--- src/pe_array_cfg.svh ---
`ifndef PE_ARRAY_CFG_SVH
`define PE_ARRAY_CFG_SVH

// array side, rows and columns are the same size.
`define N_DIM 4

// activation and weight width, also the width of a row result.
`define DATA_W 8

// accumulator and row bias width.
`define ACC_W 32

// fixed-point shift applied after the bias add.
`define SHIFT_W 5

// output precision codes.
`define PREC_8 1'b0
`define PREC_4 1'b1

`endif
--- src/pe_array_pkg.sv ---
`include "pe_array_cfg.svh"

package pe_array_pkg;

	// a row bias is written one activation-wide byte lane at a time.
	localparam int BIAS_LANES = `ACC_W / `DATA_W;

	typedef logic signed [`DATA_W-1:0] data_t;
	typedef logic signed [`ACC_W-1:0] acc_t;
	typedef logic [`SHIFT_W-1:0] shift_t;
	typedef logic prec_t;

	// element k of a vector sits in the k-th byte from the bottom.
	typedef data_t [`N_DIM-1:0] data_vec_t;

	// indexed as weights[row][column].
	typedef data_vec_t [`N_DIM-1:0] weight_mat_t;

	typedef acc_t [`N_DIM-1:0] acc_vec_t;

	// indexed as acc[row][column], like the weights.
	typedef acc_vec_t [`N_DIM-1:0] acc_mat_t;

	// per-cycle datapath commands.
	typedef struct packed {
		logic mac_en;
		logic mac_start;
		logic [BIAS_LANES-1:0] bias_byte_we;
		logic buf_load;
		logic buf_clear;
	} ctrl_t;

endpackage

--- src/bias_regs.sv ---
`timescale 1ns/1ps
`include "pe_array_cfg.svh"

module bias_regs
	import pe_array_pkg::*;
(
	input logic clk,
	input logic reset,
	input ctrl_t ctrl,
	input data_vec_t bias_bytes,
	output acc_vec_t bias
);

	// row r takes its byte from element r of the input vector.
	// all rows write the same lane in the same cycle.
	for (genvar r = 0; r < `N_DIM; r++) begin : g_row
		for (genvar b = 0; b < BIAS_LANES; b++) begin : g_lane
			always_ff @(posedge clk or negedge reset) begin
				if (!reset) begin
					bias[r][b*`DATA_W +: `DATA_W] <= '0;
				end else if (ctrl.bias_byte_we[b]) begin
					bias[r][b*`DATA_W +: `DATA_W] <= bias_bytes[r];
				end
			end
		end
	end

endmodule

--- config.mk ---
export PLATFORM = sky130hd
export DESIGN_NAME = bias_regs
export DESIGN_NICKNAME = d
export VERILOG_FILES = /design/src/pe_array_pkg.sv /design/src/bias_regs.sv
export VERILOG_INCLUDE_DIRS = /design/src /design/src/src
export SDC_FILE = /design/constraint.sdc
export NUM_CORES = 1
export LEC_CHECK = 0
export BUFFER_PORTS_ARGS = -buffer_cell sky130_fd_sc_hd__buf_2
export CAP_MARGIN = 0
export CORE_UTILIZATION = 46
export DETAILED_ROUTE_END_ITERATION = 8
export GPL_ROUTABILITY_DRIVEN = 1
export PLACE_DENSITY = 0.76
export SETUP_SLACK_MARGIN = 0.3
export SLEW_MARGIN = 0
export SYNTH_ARGS = -nofsm -noshare
export SYNTH_HDL_FRONTEND = slang
export SYNTH_SLANG_ARGS = --single-unit
export TNS_END_PERCENT = 20
--- constraint.sdc ---
create_clock -name clk -period 0.8 [get_ports clk]
set_input_delay 0.12 -clock clk [delete_from_list [all_inputs] [get_ports clk]]
set_output_delay 0.12 -clock clk [all_outputs]
set_load 0.03 [all_outputs]
==> flow_summary.yaml <==
cells_and_area:
  area.sequential_um2: 3270
  fin_nets: 540
  top_register: "bias"
  area_delta_synth_final_pct: 52.0
  fillers: 706
  top_regs: "bias x128"
  multiInputGateArea_um2: 1890
  final_common_cell: "buf_6"
  final_cell_mix: "buf_6 (154), mux2_4 (120), dfrtp_1 (77)"
  layout-drive-gt1-share: 0.840
  largest_reg_flops: 128
timing:
  max_freq_mhz: 907
  setup_slack_ns: -0.303
  post-route-period-util: 1.38
  final-max-slew-violation-count: 0
  setup_viol: 166
  worst_slew_pin_slew_ns: 0.296
  slew_headroom: 0.802
  rsz0062_at_grt: "true"
  clock_skew_ns: 0
  finalHoldViolCount: 150
  tns_ns: -40.41
  post-route-min-period_ns: 1.10
  whs_ns: -0.452
critical_path:
  path_cells: "buf_6"
  path_buf_inv: 1
  cp-startpoint: "bias[2]"
  worstPathRequired_ns: 0.68
  max_stage_delay_ns: 0.42
  r2r_end: "bias[4]"
  reg2reg_slack_ns: -0.24
  worstReg2RegStart: "bias[4]"
  path_class: "reg -> out"
  reg2reg_depth: 3
  endpoint_kind: "output pin"
  path_delay_family: "flip-flops"
  crit_slowest_cell: "dfrtp_2"
  cp-start-kind: "register"
  cp.arrival_ns: 0.98
  cp_max_fo: 2
power_and_ir_drop:
  power_density_nw_per_um2: 2470
  irDropWorstVdd_mv: 1.78
  sw_frac_of_total: 0.279
  p_comb_frac: 0.249
  pwr-share-clk: 0.367
  finalPower_w: 0.0202
  p_leak_nw: 4.02
  intPower_w: 0.0146
  power.net_switching_w: 0.00562
  p_seq_frac: 0.384
die:
  dieWidth_um: 110
  core_um2: 11400
  start_util: 0.471
  die_h_um: 110
  ioPinCount: 170
  rows: 39
  fp.dieArea_um2: 12100
routing:
  wl_per_cell_um: 20.1
  first_pass_iters: 4
  first_iter_violations: 89
  wirelength_um: 13200
  num_vias: 3181
  viasPerCell: 4.86
  remaining_drc_errors: 0
  antenna_left: 0
global_routing:
  antenna_found_initial: 1
  grt_pass1_wl_um: 19400
  grt_pass1_vias: 3435
  grt.total_usage: 0.222
  grt_max_degree: 56
  gr-total-overflow: 0
place:
  port_buffers: 165
  place_congestion: 0.742
  dp_slack_ns: -0.163
  dp_hpwl_um: 7430
clock_network:
  htreeDepth: 4
  root_buffer: "clkbuf_16"
  cts_tree: "yes"
  cts_buffers: 17
  clk_latency_ns: 0.41
  cts.reportedPaths.clkPinSlew_ns: 0.06
  cts_buffer_depth: 2
  clkSinkCount: 128
yosys:
  synthesis.area_um2: 5380
  synthTopCellsByArea: "dfrtp_1 (60%), mux2_4 (33%), buf_12 (4.5%)"
  ys_seq_elements: 128
  synth.yosys.seq_area_share: 0.595
  synth_cells: 272
  yosysUniqueCellTypes: 5
  avgSynthCellArea_um2: 19.8
  synth_top_cell_area_share: 0.595
  synthesis.nets: 314
  yosys_warnings: 0
  yosys.area.top_type: "dfrtp_1"
status:
  status: "complete, but fails checks"
  violations: "negative hold slack, negative setup slack"
job:
  max_cap_viol_count: 0
worst_hold_path:
  hp-class: "in -> async"
per-layer routing:
layer | share of wire | routed length (um) | vias to the layer above | track usage
met5 | 0 | 0 | - | 0
met4 | 0.017 | 223 | 0 | 0.103
met3 | 0.042 | 554 | 17 | 0.0553
met2 | 0.54 | 7140 | 104 | 0.385
met1 | 0.40 | 5260 | 1654 | 0.260
li1 | - | - | 1406 | -
cell families (layout without fill, tap and decap cells):
kind of cell	count (synthesis)	in the layout	synth area share
other	0	1	0
DFF	128	128	0.595
buffers and inverters	16	255	0.0530
muxes	128	128	0.352
synth_stat cells:
cell type	count
buf_12	12
buf_6	4
dfrtp_1	128
mux2_2	8
mux2_4	120
worst register-to-register path, cell delays in order, from the launching register on:
cell and delay [ns]:
dfrtp_1 0.40, buf_4 0.14, buf_4 0.13, mux2_4 0.26
power by group through the flow:
stage | Clock, W | Combinational, W | Sequential [W]
after floorplan | 0 | 0.00133 | 0.00895
after global placement | 0 | 0.00371 | 0.00763
after detailed placement | 0 | 0.00378 | 0.00764
after CTS | 0.00749 | 0.00482 | 0.00771
after global routing | 0.00784 | 0.00527 | 0.00781
final | 0.00740 | 0.00504 | 0.00774
stage by stage:
stage,utilization,instance area [um^2],cells
global placement,0.557,6360,575
floorplan,-,5440,272
CTS,0.698,7980,637
global route,0.716,8180,655
detailed placement,0.557,6360,575
finish,0.716,8180,655
area by class of cell:
type,instances,share of cell area
repair buffers,223,0.278
diodes,1,0.000306
well taps,143,0.0219
clock inverters,8,0.0110
clock buffers,24,0.0577
flip-flops and latches,128,0.400
multi-input cells,128,0.231
worst max-delay path by stage:
stage           endpoint  slack [ns]  cells past startpoint
2_1_floorplan   bias[34]       -0.09                      1
3_3_place_gp    bias[21]       -0.14                      3
3_5_place_dp   bias[103]       -0.16                      3
4_1_cts          bias[1]       -0.31                      1
5_1_grt         bias[47]       -0.34                      1
6_report         bias[2]       -0.30                      1
what timing repair did:
action	4_1_cts	5_1_grt
gates resized for setup	263	19
endpoints found under the hold margin	245	193
buffers inserted	30	17
endpoints found under the setup margin	256	256
(Power assumes the default switching activity.)
