### src/pe_array_cfg.svh
`ifndef PE_ARRAY_CFG_SVH
`define PE_ARRAY_CFG_SVH

// array side, rows and columns are the same size.
`define N_DIM 4

// activation and weight width, also the width of a row result.
`define DATA_W 8

// accumulator and row bias width.
`define ACC_W 32

// fixed-point shift applied after the bias add.
`define SHIFT_W 5

// output precision codes.
`define PREC_8 1'b0
`define PREC_4 1'b1

`endif
### src/pe_array_pkg.sv
`include "pe_array_cfg.svh"

package pe_array_pkg;

	// a row bias is written one activation-wide byte lane at a time.
	localparam int BIAS_LANES = `ACC_W / `DATA_W;

	typedef logic signed [`DATA_W-1:0] data_t;
	typedef logic signed [`ACC_W-1:0] acc_t;
	typedef logic [`SHIFT_W-1:0] shift_t;
	typedef logic prec_t;

	// element k of a vector sits in the k-th byte from the bottom.
	typedef data_t [`N_DIM-1:0] data_vec_t;

	// indexed as weights[row][column].
	typedef data_vec_t [`N_DIM-1:0] weight_mat_t;

	typedef acc_t [`N_DIM-1:0] acc_vec_t;

	// indexed as acc[row][column], like the weights.
	typedef acc_vec_t [`N_DIM-1:0] acc_mat_t;

	// per-cycle datapath commands.
	typedef struct packed {
		logic mac_en;
		logic mac_start;
		logic [BIAS_LANES-1:0] bias_byte_we;
		logic buf_load;
		logic buf_clear;
	} ctrl_t;

endpackage

### src/row_reducer.sv
`timescale 1ns/1ps
`include "pe_array_cfg.svh"

module row_reducer
	import pe_array_pkg::*;
(
	input acc_mat_t acc,
	input acc_vec_t bias,
	input shift_t shift,
	output data_vec_t result
);

	localparam acc_t SAT_MAX = acc_t'((2 ** (`DATA_W - 1)) - 1);
	localparam acc_t SAT_MIN = -acc_t'(2 ** (`DATA_W - 1));

	// clamps a signed accumulator value into the int8 range.
	function automatic data_t saturate(input acc_t value);
		data_t clamped;

		if (value > SAT_MAX) begin
			clamped = data_t'(SAT_MAX);
		end else if (value < SAT_MIN) begin
			clamped = data_t'(SAT_MIN);
		end else begin
			clamped = data_t'(value);
		end
		return clamped;
	endfunction

	for (genvar r = 0; r < `N_DIM; r++) begin : g_row
		acc_t pair_lo;
		acc_t pair_hi;
		acc_t row_sum;
		acc_t biased;
		acc_t scaled;

		// first level of the tree adds neighbouring columns.
		assign pair_lo = acc[r][0] + acc[r][1];
		assign pair_hi = acc[r][2] + acc[r][3];

		// second level closes the tree.
		assign row_sum = pair_lo + pair_hi;

		assign biased = row_sum + bias[r];

		// the shift keeps the sign so negative sums round toward minus infinity.
		assign scaled = biased >>> shift;

		assign result[r] = saturate(scaled);
	end

endmodule

### config.mk
export PLATFORM = sky130hd
export DESIGN_NAME = row_reducer
export DESIGN_NICKNAME = d
export VERILOG_FILES = /design/src/pe_array_pkg.sv /design/src/row_reducer.sv
export VERILOG_INCLUDE_DIRS = /design/src /design/src/src
export SDC_FILE = /design/constraint.sdc
export NUM_CORES = 1
export LEC_CHECK = 0
export ABC_AREA = 1
export BUFFER_PORTS_ARGS = -buffer_cell sky130_fd_sc_hd__buf_2
export CORE_AREA = 2 2 262 264
export DETAILED_ROUTE_END_ITERATION = 7
export DIE_AREA = 0 0 264 266
export GPL_TIMING_DRIVEN = 0
export PLACE_DENSITY_LB_ADDON = 0.3
export SYNTH_ARGS = -nofsm -noshare
export SYNTH_HDL_FRONTEND = slang
export SYNTH_SLANG_ARGS = --single-unit
### constraint.sdc
create_clock -name vclk -period 12.07
set_input_delay 1.207 -clock vclk [all_inputs]
set_output_delay 1.207 -clock vclk [all_outputs]
set_load 0.02 [all_outputs]
==> results.ini, run 1 <==
[global_routing]
antenna_found_initial=5
grt_max_degree=11
grtUsageTotal=0.3517
grt.overflow.total=0
grt_pass1_wl_um=188700
grt_pass1_vias=32240

[cells_and_area]
clkbuf_count=0
seq_area_um2=0
flops_and_latches=0
fin_cells=6409
fill_cells=7384
utilization=0.4799
syn2layout_area_growth_pct=15.99
num-nets-final=6666
drive_above_1_share=0.1657

[floorplan]
die_area_um2=70220
num_rows=96
fp.dieH_um=266
initial_core_util=0.4137
ios=677
die_w_um=264
core_um2=67750

[job]
cap_violations=0

[sta]
hold_viol_final=0
rsz0062_at_grt=no
fin_crit_ps=7790
fin_tns_setup_ps=0
worstMarginPinSlew_ps=1456
max_freq_mhz=128.4
setup-violations-final=0
drv_slew=0
maxSlewHeadroom=0.02923
post-route-period-util=0.6454

[logic_synthesis]
synthCells=4850
yosys.area_share.simple=0.4486
synth_fp_nets=5991
synth_mux_area_frac=0.0003571
ys_warn_count=0
netlist_area_um2=28030
synth_top_family_by_area=simple AND/OR/NAND/NOR gates
yosysTopAreaCell=fa_1
synth_xor_area_frac=0.01156
synth_top_area_frac=0.2629
synth.avg_cell_area_um2=5.779
seq_area_frac_synth=0
synthAdderAreaFrac=0.3200
synth-compound-area-share=0.04786
netlist_top_cells_count=nand2_1, inv_1, nand3_1
ys_types=50
yosysMostFrequentCell=nand2_1
synthTopCellsByArea=fa_1, nand2_1, nand3_1

[placed_design]
port_buffers=673
post-place-cells=6405
place_congestion=1.018
hpwl_um=106900

[detailed_routing]
dr.pass1.iters=6
drc=0
first_iter_violations=3364
via_count=34070
routedWlPerCell_um=19.80
ant_nets=0
wl_um=126900
viasPerCell=5.316

[setup_path]
crit_fanout=7
end_kind=output pin
crit_top_cell=nand2_1
cp-start-kind=input pin
slowest_delay_ps=620
arrival_ps=6580
critPathSlowestCell=fa_1
path_class=in -> out
worstPathRequired_ps=10860
crit_start=acc[385]
endpoint=result[30]

[clocking]
post_cts_buffers=0
cts_hold_buf=0
post_cts_resized=0

[outcome]
outcome=finished, final reports clean

[hold_path]
hp-class=in -> out

worst min-delay path by stage:
| stage | startpoint | endpoint | cells after the start |
|---|---|---|---|
| finish | bias[63] | result[15] | 8 |
| global route | bias[63] | result[15] | 8 |
| global placement | bias[63] | result[15] | 8 |
| floorplan | bias[63] | result[15] | 6 |
| CTS | bias[63] | result[15] | 8 |
| detailed placement | bias[63] | result[15] | 8 |
area by class of cell:
cell class | instances | area [um2] | area share
diodes | 4 | 10.01 | 0.0003079
plain buffers | 138 | 606.8 | 0.01867
inverters | 1117 | 4203 | 0.1293
multi-input cells | 3595 | 23220 | 0.7142
well taps | 882 | 1104 | 0.03395
repair buffers | 673 | 3368 | 0.1036
per-layer routing:
metal / share of wire / GRT usage
met5: 0.00028 / 0
met1: 0.40 / 0.4467
met4: 0.057 / 0.1649
met2: 0.45 / 0.5757
met3: 0.097 / 0.06858
cells by family after synthesis:
kind of cell    Yosys count
simple gates           2829
buf+inv                1255
fa+ha+maj               496
compound gates          232
xor+xnor                 37
mux                       1
stage by stage:
stage / cell area, um2 / worst slack [ps] / hold WS (ps)
finish: 32510 / 4280 / 3186
global route: 32500 / 3934 / 3309
CTS: 32500 / 4357 / 3202
detailed placement: 32500 / 4371 / 3200
global placement: 32500 / 4377 / 3186
floorplan: 28030 / 5530 / 2830
cells in the final DEF, fill, tap and decap left out, types with 35 or more instances in the layout:
master / instances
a21oi_1: 86
buf_1: 35
buf_2: 729
clkbuf_1: 43
fa_1: 368
ha_1: 128
inv_1: 1085
nand2_1: 1511
nand2_2: 54
nand3_1: 847
nand3_2: 42
nand4_1: 39
nor2_1: 224
o21ai_0: 68
worst max-delay path, delay by kind of cell:
family,cells,cell delay (ps)
and+or+nand+nor,22,2620
buffers and inverters,6,560
adders and majority gates,5,2180
==> run 2: changes to the inputs <==
Clock period 12.07 ns to 7 ns, I/O delays scaled along.
==> results.ini, run 2 (same netlist as run 1, synthesis figures left out) <==
[outcome]
outcome=finished, final reports clean

[floorplan]
num_rows=96  ; unchanged
initial_core_util=0.4137  ; unchanged
die_w_um=264  ; unchanged
ios=677  ; unchanged
die_area_um2=70220  ; unchanged
fp.dieH_um=266  ; unchanged
core_um2=67750  ; unchanged

[cells_and_area]
layout_commonest_cell=nand2_1
drive_above_1_share=0.1668  ; +0.001086
num-nets-final=6666  ; unchanged
syn2layout_area_growth_pct=16.06  ; about the same
flops_and_latches=0  ; unchanged
fill_cells=7384  ; unchanged
seq_area_um2=0  ; unchanged
utilization=0.4802  ; about the same
layout_common_cells=nand2_1, inv_1, nand3_1, buf_2, fa_1
clkbuf_count=0  ; unchanged

[detailed_routing]
via_count=33920  ; -0.44%
wl_um=126800  ; -0.13%
dr.pass1.iters=7  ; +1
drc=0  ; unchanged
ant_nets=0  ; unchanged
routedWlPerCell_um=19.78  ; -0.12%
viasPerCell=5.294  ; -0.42%
first_iter_violations=3330  ; -1.0%

[global_routing]
grt_pass1_wl_um=188700  ; unchanged
grt_max_degree=11  ; unchanged
antenna_found_initial=5  ; unchanged
grt_pass1_vias=32240  ; unchanged
grt.overflow.total=0  ; unchanged
grtUsageTotal=0.3517  ; unchanged

[sta]
fin_crit_ps=6790
rsz0062_at_grt=no
fin_tns_setup_ps=0  ; unchanged
drv_slew=0  ; unchanged
max_freq_mhz=147.3
worstMarginPinSlew_ps=1414  ; -42.19 ps
maxSlewHeadroom=0.05736  ; +0.02813
hold_viol_final=0  ; unchanged
setup-violations-final=0  ; unchanged
post-route-period-util=0.9700

[setup_path]
endpoint=result[13]
arrival_ps=6090  ; -490 ps
crit_fanout=7  ; unchanged
cp-start-kind=input pin
path_class=in -> out
end_kind=output pin
crit_start=acc[145]
worstPathRequired_ps=6300  ; -4560 ps

[clocking]
post_cts_buffers=0  ; unchanged
cts_hold_buf=0  ; unchanged
post_cts_resized=0  ; unchanged

[placed_design]
place_congestion=1.018  ; unchanged
port_buffers=673  ; unchanged
hpwl_um=106900  ; unchanged

[hold_path]
hp-class=in -> out

[job]
cap_violations=0  ; unchanged

-- run 2: cell types whose count changed in the layout (fill, tap and decap cells not counted), sizes merged --
cell / delta
diode: -1
-- run 2: worst min-delay path by stage --
stage	from	endpoint	slack, ps	cells after the start
final	bias[63]	result[15]	2190	8
after global routing	bias[63]	result[15]	2310	8
after CTS	bias[63]	result[15]	2190	8
after detailed placement	bias[63]	result[15]	2190	8
after global placement	bias[63]	result[15]	2170	8
after floorplan	bias[63]	result[15]	1820	6
-- run 2: metal layers --
| metal | part of all wire | track usage | vias up |
|---|---|---|---|
| met5 | 0.00028 | 0 | - |
| met4 | 0.057 | 0.1649 | 6 |
| met3 | 0.096 | 0.06858 | 346 |
| met2 | 0.45 | 0.5757 | 1704 |
| met1 | 0.40 | 0.4467 | 15680 |
| li1 | - | - | 16180 |
-- run 2: worst max-delay path, cell delays in order --
cell and delay (ps):
buf_2 70, inv_1 70, fa_1 540, inv_1 50, fa_1 500, fa_1 410
ha_1 420, nand2_1 130, nor2_1 270, inv_1 80, nor2_1 310, nand4_1 220
nand3_1 140, nand2_1 60, nand2_1 110, nand2_1 80, nand3_1 150, nand2_1 70
o21ai_0 500, nand2_1 140, o211ai_1 220, nand4_1 140, nor2_1 110, nand3_1 90
nand2_2 190, nand2_1 130, buf_2 170
-- run 2: cell type report --
| type | instances | area (um2) | share of cell area |
|---|---|---|---|
| repair buffers | 673 | 3368 | 0.1035 |
| plain buffers | 138 | 606.8 | 0.01866 |
| well taps | 882 | 1104 | 0.03393 |
| multi-input cells | 3595 | 23240 | 0.7144 |
| inverters | 1117 | 4203 | 0.1292 |
| diodes | 3 | 7.507 | 0.0002308 |
-- run 2: metrics by stage --
| step | area (um2) | setup slack, ps | std cells | hold slack [ps] |
|---|---|---|---|---|
| finish | 32530 | 209.7 | 6408 | 2191 |
| global route | 32520 | 2.012 | 6406 | 2314 |
| CTS | 32500 | 301.1 | 6405 | 2188 |
| detailed placement | 32500 | 315.3 | 6405 | 2186 |
| global placement | 32500 | 320.9 | 6405 | 2172 |
| floorplan | 28030 | 1474 | 4850 | 1816 |
