==> src/pe_array_cfg.svh <==
`ifndef PE_ARRAY_CFG_SVH
`define PE_ARRAY_CFG_SVH

// array side, rows and columns are the same size.
`define N_DIM 4

// activation and weight width, also the width of a row result.
`define DATA_W 8

// accumulator and row bias width.
`define ACC_W 32

// fixed-point shift applied after the bias add.
`define SHIFT_W 5

// output precision codes.
`define PREC_8 1'b0
`define PREC_4 1'b1

`endif
==> src/pe_array_pkg.sv <==
`include "pe_array_cfg.svh"

package pe_array_pkg;

	// a row bias is written one activation-wide byte lane at a time.
	localparam int BIAS_LANES = `ACC_W / `DATA_W;

	typedef logic signed [`DATA_W-1:0] data_t;
	typedef logic signed [`ACC_W-1:0] acc_t;
	typedef logic [`SHIFT_W-1:0] shift_t;
	typedef logic prec_t;

	// element k of a vector sits in the k-th byte from the bottom.
	typedef data_t [`N_DIM-1:0] data_vec_t;

	// indexed as weights[row][column].
	typedef data_vec_t [`N_DIM-1:0] weight_mat_t;

	typedef acc_t [`N_DIM-1:0] acc_vec_t;

	// indexed as acc[row][column], like the weights.
	typedef acc_vec_t [`N_DIM-1:0] acc_mat_t;

	// per-cycle datapath commands.
	typedef struct packed {
		logic mac_en;
		logic mac_start;
		logic [BIAS_LANES-1:0] bias_byte_we;
		logic buf_load;
		logic buf_clear;
	} ctrl_t;

endpackage

==> src/output_packer.sv <==
`timescale 1ns/1ps
`include "pe_array_cfg.svh"

module output_packer
	import pe_array_pkg::*;
(
	input logic clk,
	input logic reset,
	input ctrl_t ctrl,
	input prec_t out_prec,
	input data_vec_t result,
	output data_vec_t out_vec
);

	localparam int NIBBLE_W = `DATA_W / 2;
	localparam int HALF = `N_DIM / 2;

	data_vec_t buffer_q;
	data_vec_t packed_word;

	// holds an earlier result vector for the 4-bit packing.
	always_ff @(posedge clk or negedge reset) begin
		if (!reset) begin
			buffer_q <= '0;
		end else if (ctrl.buf_clear) begin
			buffer_q <= '0;
		end else if (ctrl.buf_load) begin
			buffer_q <= result;
		end
	end

	// the low lanes carry the buffered vector and the high lanes the current one.
	// each lane holds two neighbouring elements, the odd one in the upper nibble.
	always_comb begin
		packed_word = '0;
		for (int k = 0; k < HALF; k++) begin
			packed_word[k] = {buffer_q[2*k+1][NIBBLE_W-1:0],
				buffer_q[2*k][NIBBLE_W-1:0]};
			packed_word[k+HALF] = {result[2*k+1][NIBBLE_W-1:0],
				result[2*k][NIBBLE_W-1:0]};
		end
	end

	always_comb begin
		if (out_prec == `PREC_4) begin
			out_vec = packed_word;
		end else begin
			out_vec = result;
		end
	end

endmodule

==> config.mk <==
export PLATFORM = sky130hd
export DESIGN_NAME = output_packer
export DESIGN_NICKNAME = d
export VERILOG_FILES = /design/src/pe_array_pkg.sv /design/src/output_packer.sv
export VERILOG_INCLUDE_DIRS = /design/src /design/src/src
export SDC_FILE = /design/constraint.sdc
export NUM_CORES = 1
export LEC_CHECK = 0
export ABC_CLOCK_PERIOD_IN_PS = 1300
export BUFFER_PORTS_ARGS = -buffer_cell sky130_fd_sc_hd__buf_2
export CAP_MARGIN = 5
export CORE_MARGIN = 4
export CORE_UTILIZATION = 30
export CTS_BUF_LIST = sky130_fd_sc_hd__clkbuf_8
export DETAILED_ROUTE_END_ITERATION = 10
export HOLD_SLACK_MARGIN = 0.12
export PLACE_DENSITY = 0.62
export SKIP_CTS_REPAIR_TIMING = 1
export SLEW_MARGIN = 20
export SYNTH_ARGS = -nofsm -noshare
export SYNTH_HDL_FRONTEND = slang
export SYNTH_SLANG_ARGS = --single-unit
==> constraint.sdc <==
create_clock -name clk -period 1.3 [get_ports clk]
set_input_delay 0.26 -clock clk [delete_from_list [all_inputs] [get_ports clk]]
set_output_delay 0.26 -clock clk [all_outputs]
set_load 0.02 [all_outputs]
==> results of run 1 <==
-- power groups by stage --
stage	sequential (mW)	clock, mW	combinational [mW]
finish	0.541	0.445	0.611
global route	0.544	0.477	0.652
global placement	0.549	0	0.503
detailed placement	0.551	0	0.515
floorplan	0.546	0	0.355
CTS	0.542	0.457	0.516
-- tightest hold or removal path, delay by kind of cell --
family,cells,cell delay (ps)
simple gates,1,80
buf+inv,1,100
mux,1,60
-- layer usage --
metal | track usage [%] | wire, um | vias to the layer above
met1 | 12.3 | 1190 | 469
li1 | - | - | 463
met5 | 0 | 0 | -
met4 | 0.626 | 0 | 0
met3 | 3.93 | 213 | 0
met2 | 22.1 | 1840 | 38
-- kinds of logic after synthesis --
group | count (synthesis)
flops | 16
mux | 48
simple gates | 16
buf+inv | 8
-- metrics by stage --
step / setup TNS [ps] / area [um2] / power (mW) / cells
after floorplan: 0 / 1200 / 0.901 / 88
final: 0 / 1850 / 1.60 / 215
after detailed placement: -1830 / 1560 / 1.07 / 200
after CTS: -2020 / 1620 / 1.51 / 204
after global placement: -1660 / 1560 / 1.05 / 200
after global routing: -249 / 1850 / 1.67 / 215
-- cell type report --
class / instances / area share [%]
Tap cell: 48 / 3.25
Clock buffer: 4 / 2.97
Multi-Input combinational cell: 64 / 37.5
Sequential cell: 16 / 21.6
Timing Repair Buffer: 83 / 34.7
-- cells in the final DEF, fill, tap and decap left out --
cell type      Yosys  final
mux2_2             2      2
dfrtp_1           16     16
buf_12             3      3
buf_2              1     51
mux2i_1           16     16
nor2_1            16     16
buf_6              2     17
mux2_4            30     30
clkbuf_16          0      2
clkbuf_8           0      4
buf_4              0      8
dlygate4sd3_1      0      1
buf_8              1      1
-- worst max-delay path by stage --
stage	from	endpoint	slack, ps	cells past startpoint
2_1_floorplan	out_prec	out_vec[0]	190	3
4_1_cts	out_prec	out_vec[22]	-90	4
3_5_place_dp	out_prec	out_vec[2]	-80	4
5_1_grt	buffer_q[11]$_DFFE_PN0P_	out_vec[7]	-30	2
6_report	buffer_q[1]$_DFFE_PN0P_	out_vec[1]	5	2
3_3_place_gp	out_prec	out_vec[14]	-80	4
==> run metrics, run 1 <==
Worst R2R End=buffer_q[26]$_DFFE_PN0P_; Util after Layout=49.1%; largest family of logic cells by synthesized area=multiplexers; Routed WL per cell=15.1 um; top-count cell post-synth=mux2_4; Cell Area, Synth=1200 um2; Worst Hold End=buffer_q[27]$_DFFE_PN0P_; clock-pin slew on the worst setup and hold paths=70 ps; Max Freq=772 MHz; I/O pins=75; share of the synthesized area in the top cell type=37.5%; Worst Path Buf+Inv=1; post-synthesis register bit count=16; die width=71.2 um; RSZ-0062 raised after global routing=true; Via density=4.51; cell family with the largest share of critical-path delay=flip-flops; XOR/XNOR Fraction of Synth Area=0%; CP Max Fanout=2; switching share of power=29.2%; post-synthesis compound-gate area fraction=0%; total CTS buffers=3; nets=211; Data arrival, critical path=1040 ps; biggest regs=buffer_q (16); Final Hold Slack=287 ps; PwrDens=863 nW/um2; initial core utilization=31.8%; Lkg Pwr=1.03 nW; final hold viol count=0; largest net degree at the start of global routing=17; Setup crit start kind=flop; mux share of post-synthesis cell area=52.8%; DR iter-0 viols=13; slowest CP cell=dfrtp_1; Yosys warning total=0; post-synthesis simple-gate area fraction=5.01%; proportion of layout cells with a drive suffix above 1=70.7%; r2r worst-path depth=3; DRC errors left=0; sequential fraction of the synthesis area=33.4%; Critical Path, Cell by Cell=mux2_4 > buf_6; Max-cap violations=0; Psw=467 uW; adder-cell share of the synthesized area=0%; GRT Overall Usage=11.4%; average size of a mapped cell=13.6 um2; clk_skew=0 ps; Internal=1.13 mW; die height=71.2 um; ANT cells=0; Peak supply drop=0.000509 V; Slew @ Worst Pin=388 ps; Async SR Flop Fraction=100%; Worst-Skew Late Latency=250 ps; hold path depth=3; footprint of the multi-input gates=693 um2; dpl ws=-83.2 ps; gpl congestion=0.714; Biggest register=buffer_q; Slew Limit Headroom=74.2%; Critical Path RT=1040 ps; Max stage delay on crit path=390 ps; Hold Crit Class=in -> reg; Max Buffers Root-to-Sink=2; synth top area cells=mux2_4 (38%), dfrtp_1 (33%), mux2i_1 (13%); Top FF cell, synth=dfrtp_1; clock sinks=16; FILL cells=347; max reg flops=16; FF-to-FF setup slack=480 ps; fin crit share=99.6%; hpwl dp=2.34 mm; clk root buf=clkbuf_8; synth-to-layout area growth=54.2%; commonest cells in the netlist=mux2_4 (30), dfrtp_1 (16), mux2i_1 (16), nor2_1 (16), buf_12 (3); Setup Viol. Count Final=0; first-pass GRT wire length=4.69 mm; die area=5080 um2; grt total ovfl=0; antenna violations before repair=0; reg2reg start=buffer_q[26]$_DFFE_PN0P_; DR vias=970; cell count after synthesis=88; TritonCTS clock tree=built; TritonRoute pass-1 iters=3; Unique masters post-synth=10; H-tree depth=1; # rows=22; post-synth top area cell=mux2_4; part of the power in registers=33.9%; post-route minimum period=1300 ps; Syn Nets=131; Pins Over Slew Limit=0; status=finished clean; CORE AREA=3770 um2; post-route ant nets=0; register area=400 um2; Crit Path Class=reg -> out; Setup crit end kind=output pin; vias in the first global route=1001; final worst slack=4.73 ps; Post-synth EDFFs=0; port bufs=68; clock power share=27.8%; combinational group share of total power=38.3%; Final Routed Wirelength=3.25 mm; hold path startpoint=result[27]
Note: power is estimated with default switching activity, not from simulation.
==> run 2, diff against run 1 <==
--- a/config.mk
+++ b/config.mk
@@ -6,7 +6,7 @@
 export SDC_FILE = /design/constraint.sdc
 export NUM_CORES = 1
 export LEC_CHECK = 0
-export ABC_CLOCK_PERIOD_IN_PS = 1300
+export ABC_CLOCK_PERIOD_IN_PS = 1050
 export BUFFER_PORTS_ARGS = -buffer_cell sky130_fd_sc_hd__buf_2
 export CAP_MARGIN = 5
 export CORE_MARGIN = 4
@@ -14,7 +14,7 @@
 export CTS_BUF_LIST = sky130_fd_sc_hd__clkbuf_8
 export DETAILED_ROUTE_END_ITERATION = 10
 export HOLD_SLACK_MARGIN = 0.12
-export PLACE_DENSITY = 0.62
+export PLACE_DENSITY = 0.64
 export SKIP_CTS_REPAIR_TIMING = 1
 export SLEW_MARGIN = 20
 export SYNTH_ARGS = -nofsm -noshare
==> constraint.sdc (replaced) <==
create_clock -name clk -period 1.05 [get_ports clk]
set_input_delay 0.21 -clock clk [delete_from_list [all_inputs] [get_ports clk]]
set_output_delay 0.21 -clock clk [all_outputs]
set_load 0.02 [all_outputs]
==> run metrics, run 2 (synthesized netlist as in run 1, its figures left out) <==
status=finished, violations left; failing checks=setup timing; clock-pin slew on the worst setup and hold paths=70 ps (about the same); # rows=22 (unchanged); DR iter-0 viols=14 (+1); biggest regs=buffer_q (16); die area=5080 um2 (unchanged); gpl congestion=0.790 (+11%); DR vias=1005 (+3.6%); r2r worst-path depth=3 (unchanged); hpwl dp=2.29 mm (-2.0%); Worst Hold End=buffer_q[24]$_DFFE_PN0P_; largest net degree at the start of global routing=19 (+2); H-tree depth=1 (unchanged); Hold Crit Class=in -> reg; Slew @ Worst Pin=382 ps (-6.04 ps); GRT Overall Usage=11.3% (-0.065 points); fin crit share=119%; Max Buffers Root-to-Sink=2 (unchanged); clock sinks=16 (unchanged); TritonRoute pass-1 iters=4 (+1); TritonCTS clock tree=built; post-route ant nets=0 (unchanged); clock power share=23.6% (-4.2 points); CORE AREA=3770 um2 (unchanged); Biggest register=buffer_q; Peak supply drop=0.000517 V (+1.7%); most common cell after layout, fill and taps aside=buf_2; Setup crit start kind=flop; most frequent cells in the layout=buf_2 (35), buf_6 (33), mux2_4 (32); synth-to-layout area growth=65.2%; final worst slack=-196 ps (-200 ps); post-route minimum period=1250 ps; clk root buf=clkbuf_8; Setup Viol. Count Final=32 (+32); combinational group share of total power=42.7% (+4.4 points); Critical Path RT=840 ps (-200 ps); part of the power in registers=33.6% (-0.3 points); RSZ-0062 raised after global routing=true; I/O pins=75 (unchanged); Worst-Skew Late Latency=250 ps (about the same); Internal=1.39 mW (+23%); clk_skew=0 ps (unchanged); final hold viol count=0 (unchanged); FILL cells=340 (-2.0%); Final Routed Wirelength=3.50 mm (+7.6%); Setup crit end kind=output pin; first-pass GRT wire length=4.58 mm (-2.2%); CP Max Fanout=2 (unchanged); hold path depth=3 (unchanged); Post-DP Area=1550 um2 (-0.48%); hold path startpoint=result[24]; cell family with the largest share of critical-path delay=flip-flops; proportion of layout cells with a drive suffix above 1=70.8% (+0.17 points); Lkg Pwr=1.09 nW (+5.3%); slowest CP cell=dfrtp_1; switching share of power=29.9% (+0.72 points); Crit Path Class=reg -> out; die height=71.2 um (unchanged); Max stage delay on crit path=390 ps (about the same); antenna violations before repair=0 (unchanged); Via density=4.65 (+3.1%); PwrDens=1000 nW/um2 (+16%); port bufs=68 (unchanged); Worst R2R End=buffer_q[3]$_DFFE_PN0P_; Critical Path, Cell by Cell=mux2_4 > buf_6; Max-cap violations=0 (unchanged); Routed WL per cell=16.2 um (+7.1%); die width=71.2 um (unchanged); Worst Path Buf+Inv=1 (unchanged); grt total ovfl=0 (unchanged); reg2reg start=buffer_q[3]$_DFFE_PN0P_; Max Freq=803 MHz; post-route cell area=1980 um2 (+7.1%); ANT cells=0 (unchanged); Final Hold Slack=238 ps (-49.4 ps); Slew Limit Headroom=74.6% (+0.40 points); nets=213 (+0.95%); dpl ws=-198 ps (-115 ps); FF-to-FF setup slack=240 ps (-240 ps); register area=400 um2 (unchanged); total CTS buffers=3 (unchanged); max reg flops=16 (unchanged); footprint of the multi-input gates=701 um2 (+1.1%); Data arrival, critical path=1040 ps (about the same); Util after Layout=52.6% (+3.5 points); Pins Over Slew Limit=0 (unchanged); vias in the first global route=987 (-1.4%); DRC errors left=0 (unchanged); initial core utilization=31.8% (unchanged); Psw=596 uW (+28%)
## run 2: cell types whose count changed in the layout (fill, tap and decap cells not counted), sizes merged
cell  before  now
buf       80   81
## run 2: worst register-to-register path, cell delays in order (launching register included)
cell and delay (ps):
dfrtp_1 380, buf_4 130, mux2i_1 130, nor2_1 60
## run 2: power groups by stage
stage / clock, mW / combinational, mW / sequential [mW]
floorplan: 0 / 0.439 / 0.675
global placement: 0 / 0.623 / 0.679
detailed placement: 0 / 0.633 / 0.682
CTS: 0.491 / 0.634 / 0.670
global route: 0.519 / 0.901 / 0.673
finish: 0.470 / 0.851 / 0.670
## run 2: worst max path at each step
stage | endpoint | slack (ps) | from | cells after the start
detailed placement | out_vec[17] | -200 | out_prec | 4
global route | out_vec[10] | -230 | buffer_q[18]$_DFFE_PN0P_ | 2
finish | out_vec[5] | -200 | buffer_q[9]$_DFFE_PN0P_ | 2
CTS | out_vec[5] | -230 | buffer_q[9]$_DFFE_PN0P_ | 2
floorplan | out_vec[0] | 40 | out_prec | 3
global placement | out_vec[17] | -190 | out_prec | 4
## run 2: routing by layer
layer,global-route usage (%),vias up,routed length (um)
met4,5.64,0,41
met1,12.7,491,1280
met2,20.6,41,1970
met3,1.82,4,201
met5,0,-,0
li1,-,469,-
## run 2: area by class of cell
class | instances | area share, %
Timing Repair Buffer | 85 | 39.3
Multi-Input combinational cell | 64 | 35.4
Sequential cell | 16 | 20.2
Tap cell | 48 | 3.03
Clock buffer | 3 | 2.08
## run 2: metrics by stage
stage	power, mW	TNS, ps	std cells
3_3_place_gp	1.30	-4900	199
3_5_place_dp	1.31	-5220	199
2_1_floorplan	1.11	0	88
5_1_grt	2.09	-4750	216
4_1_cts	1.80	-6080	202
6_report	1.99	-4070	216
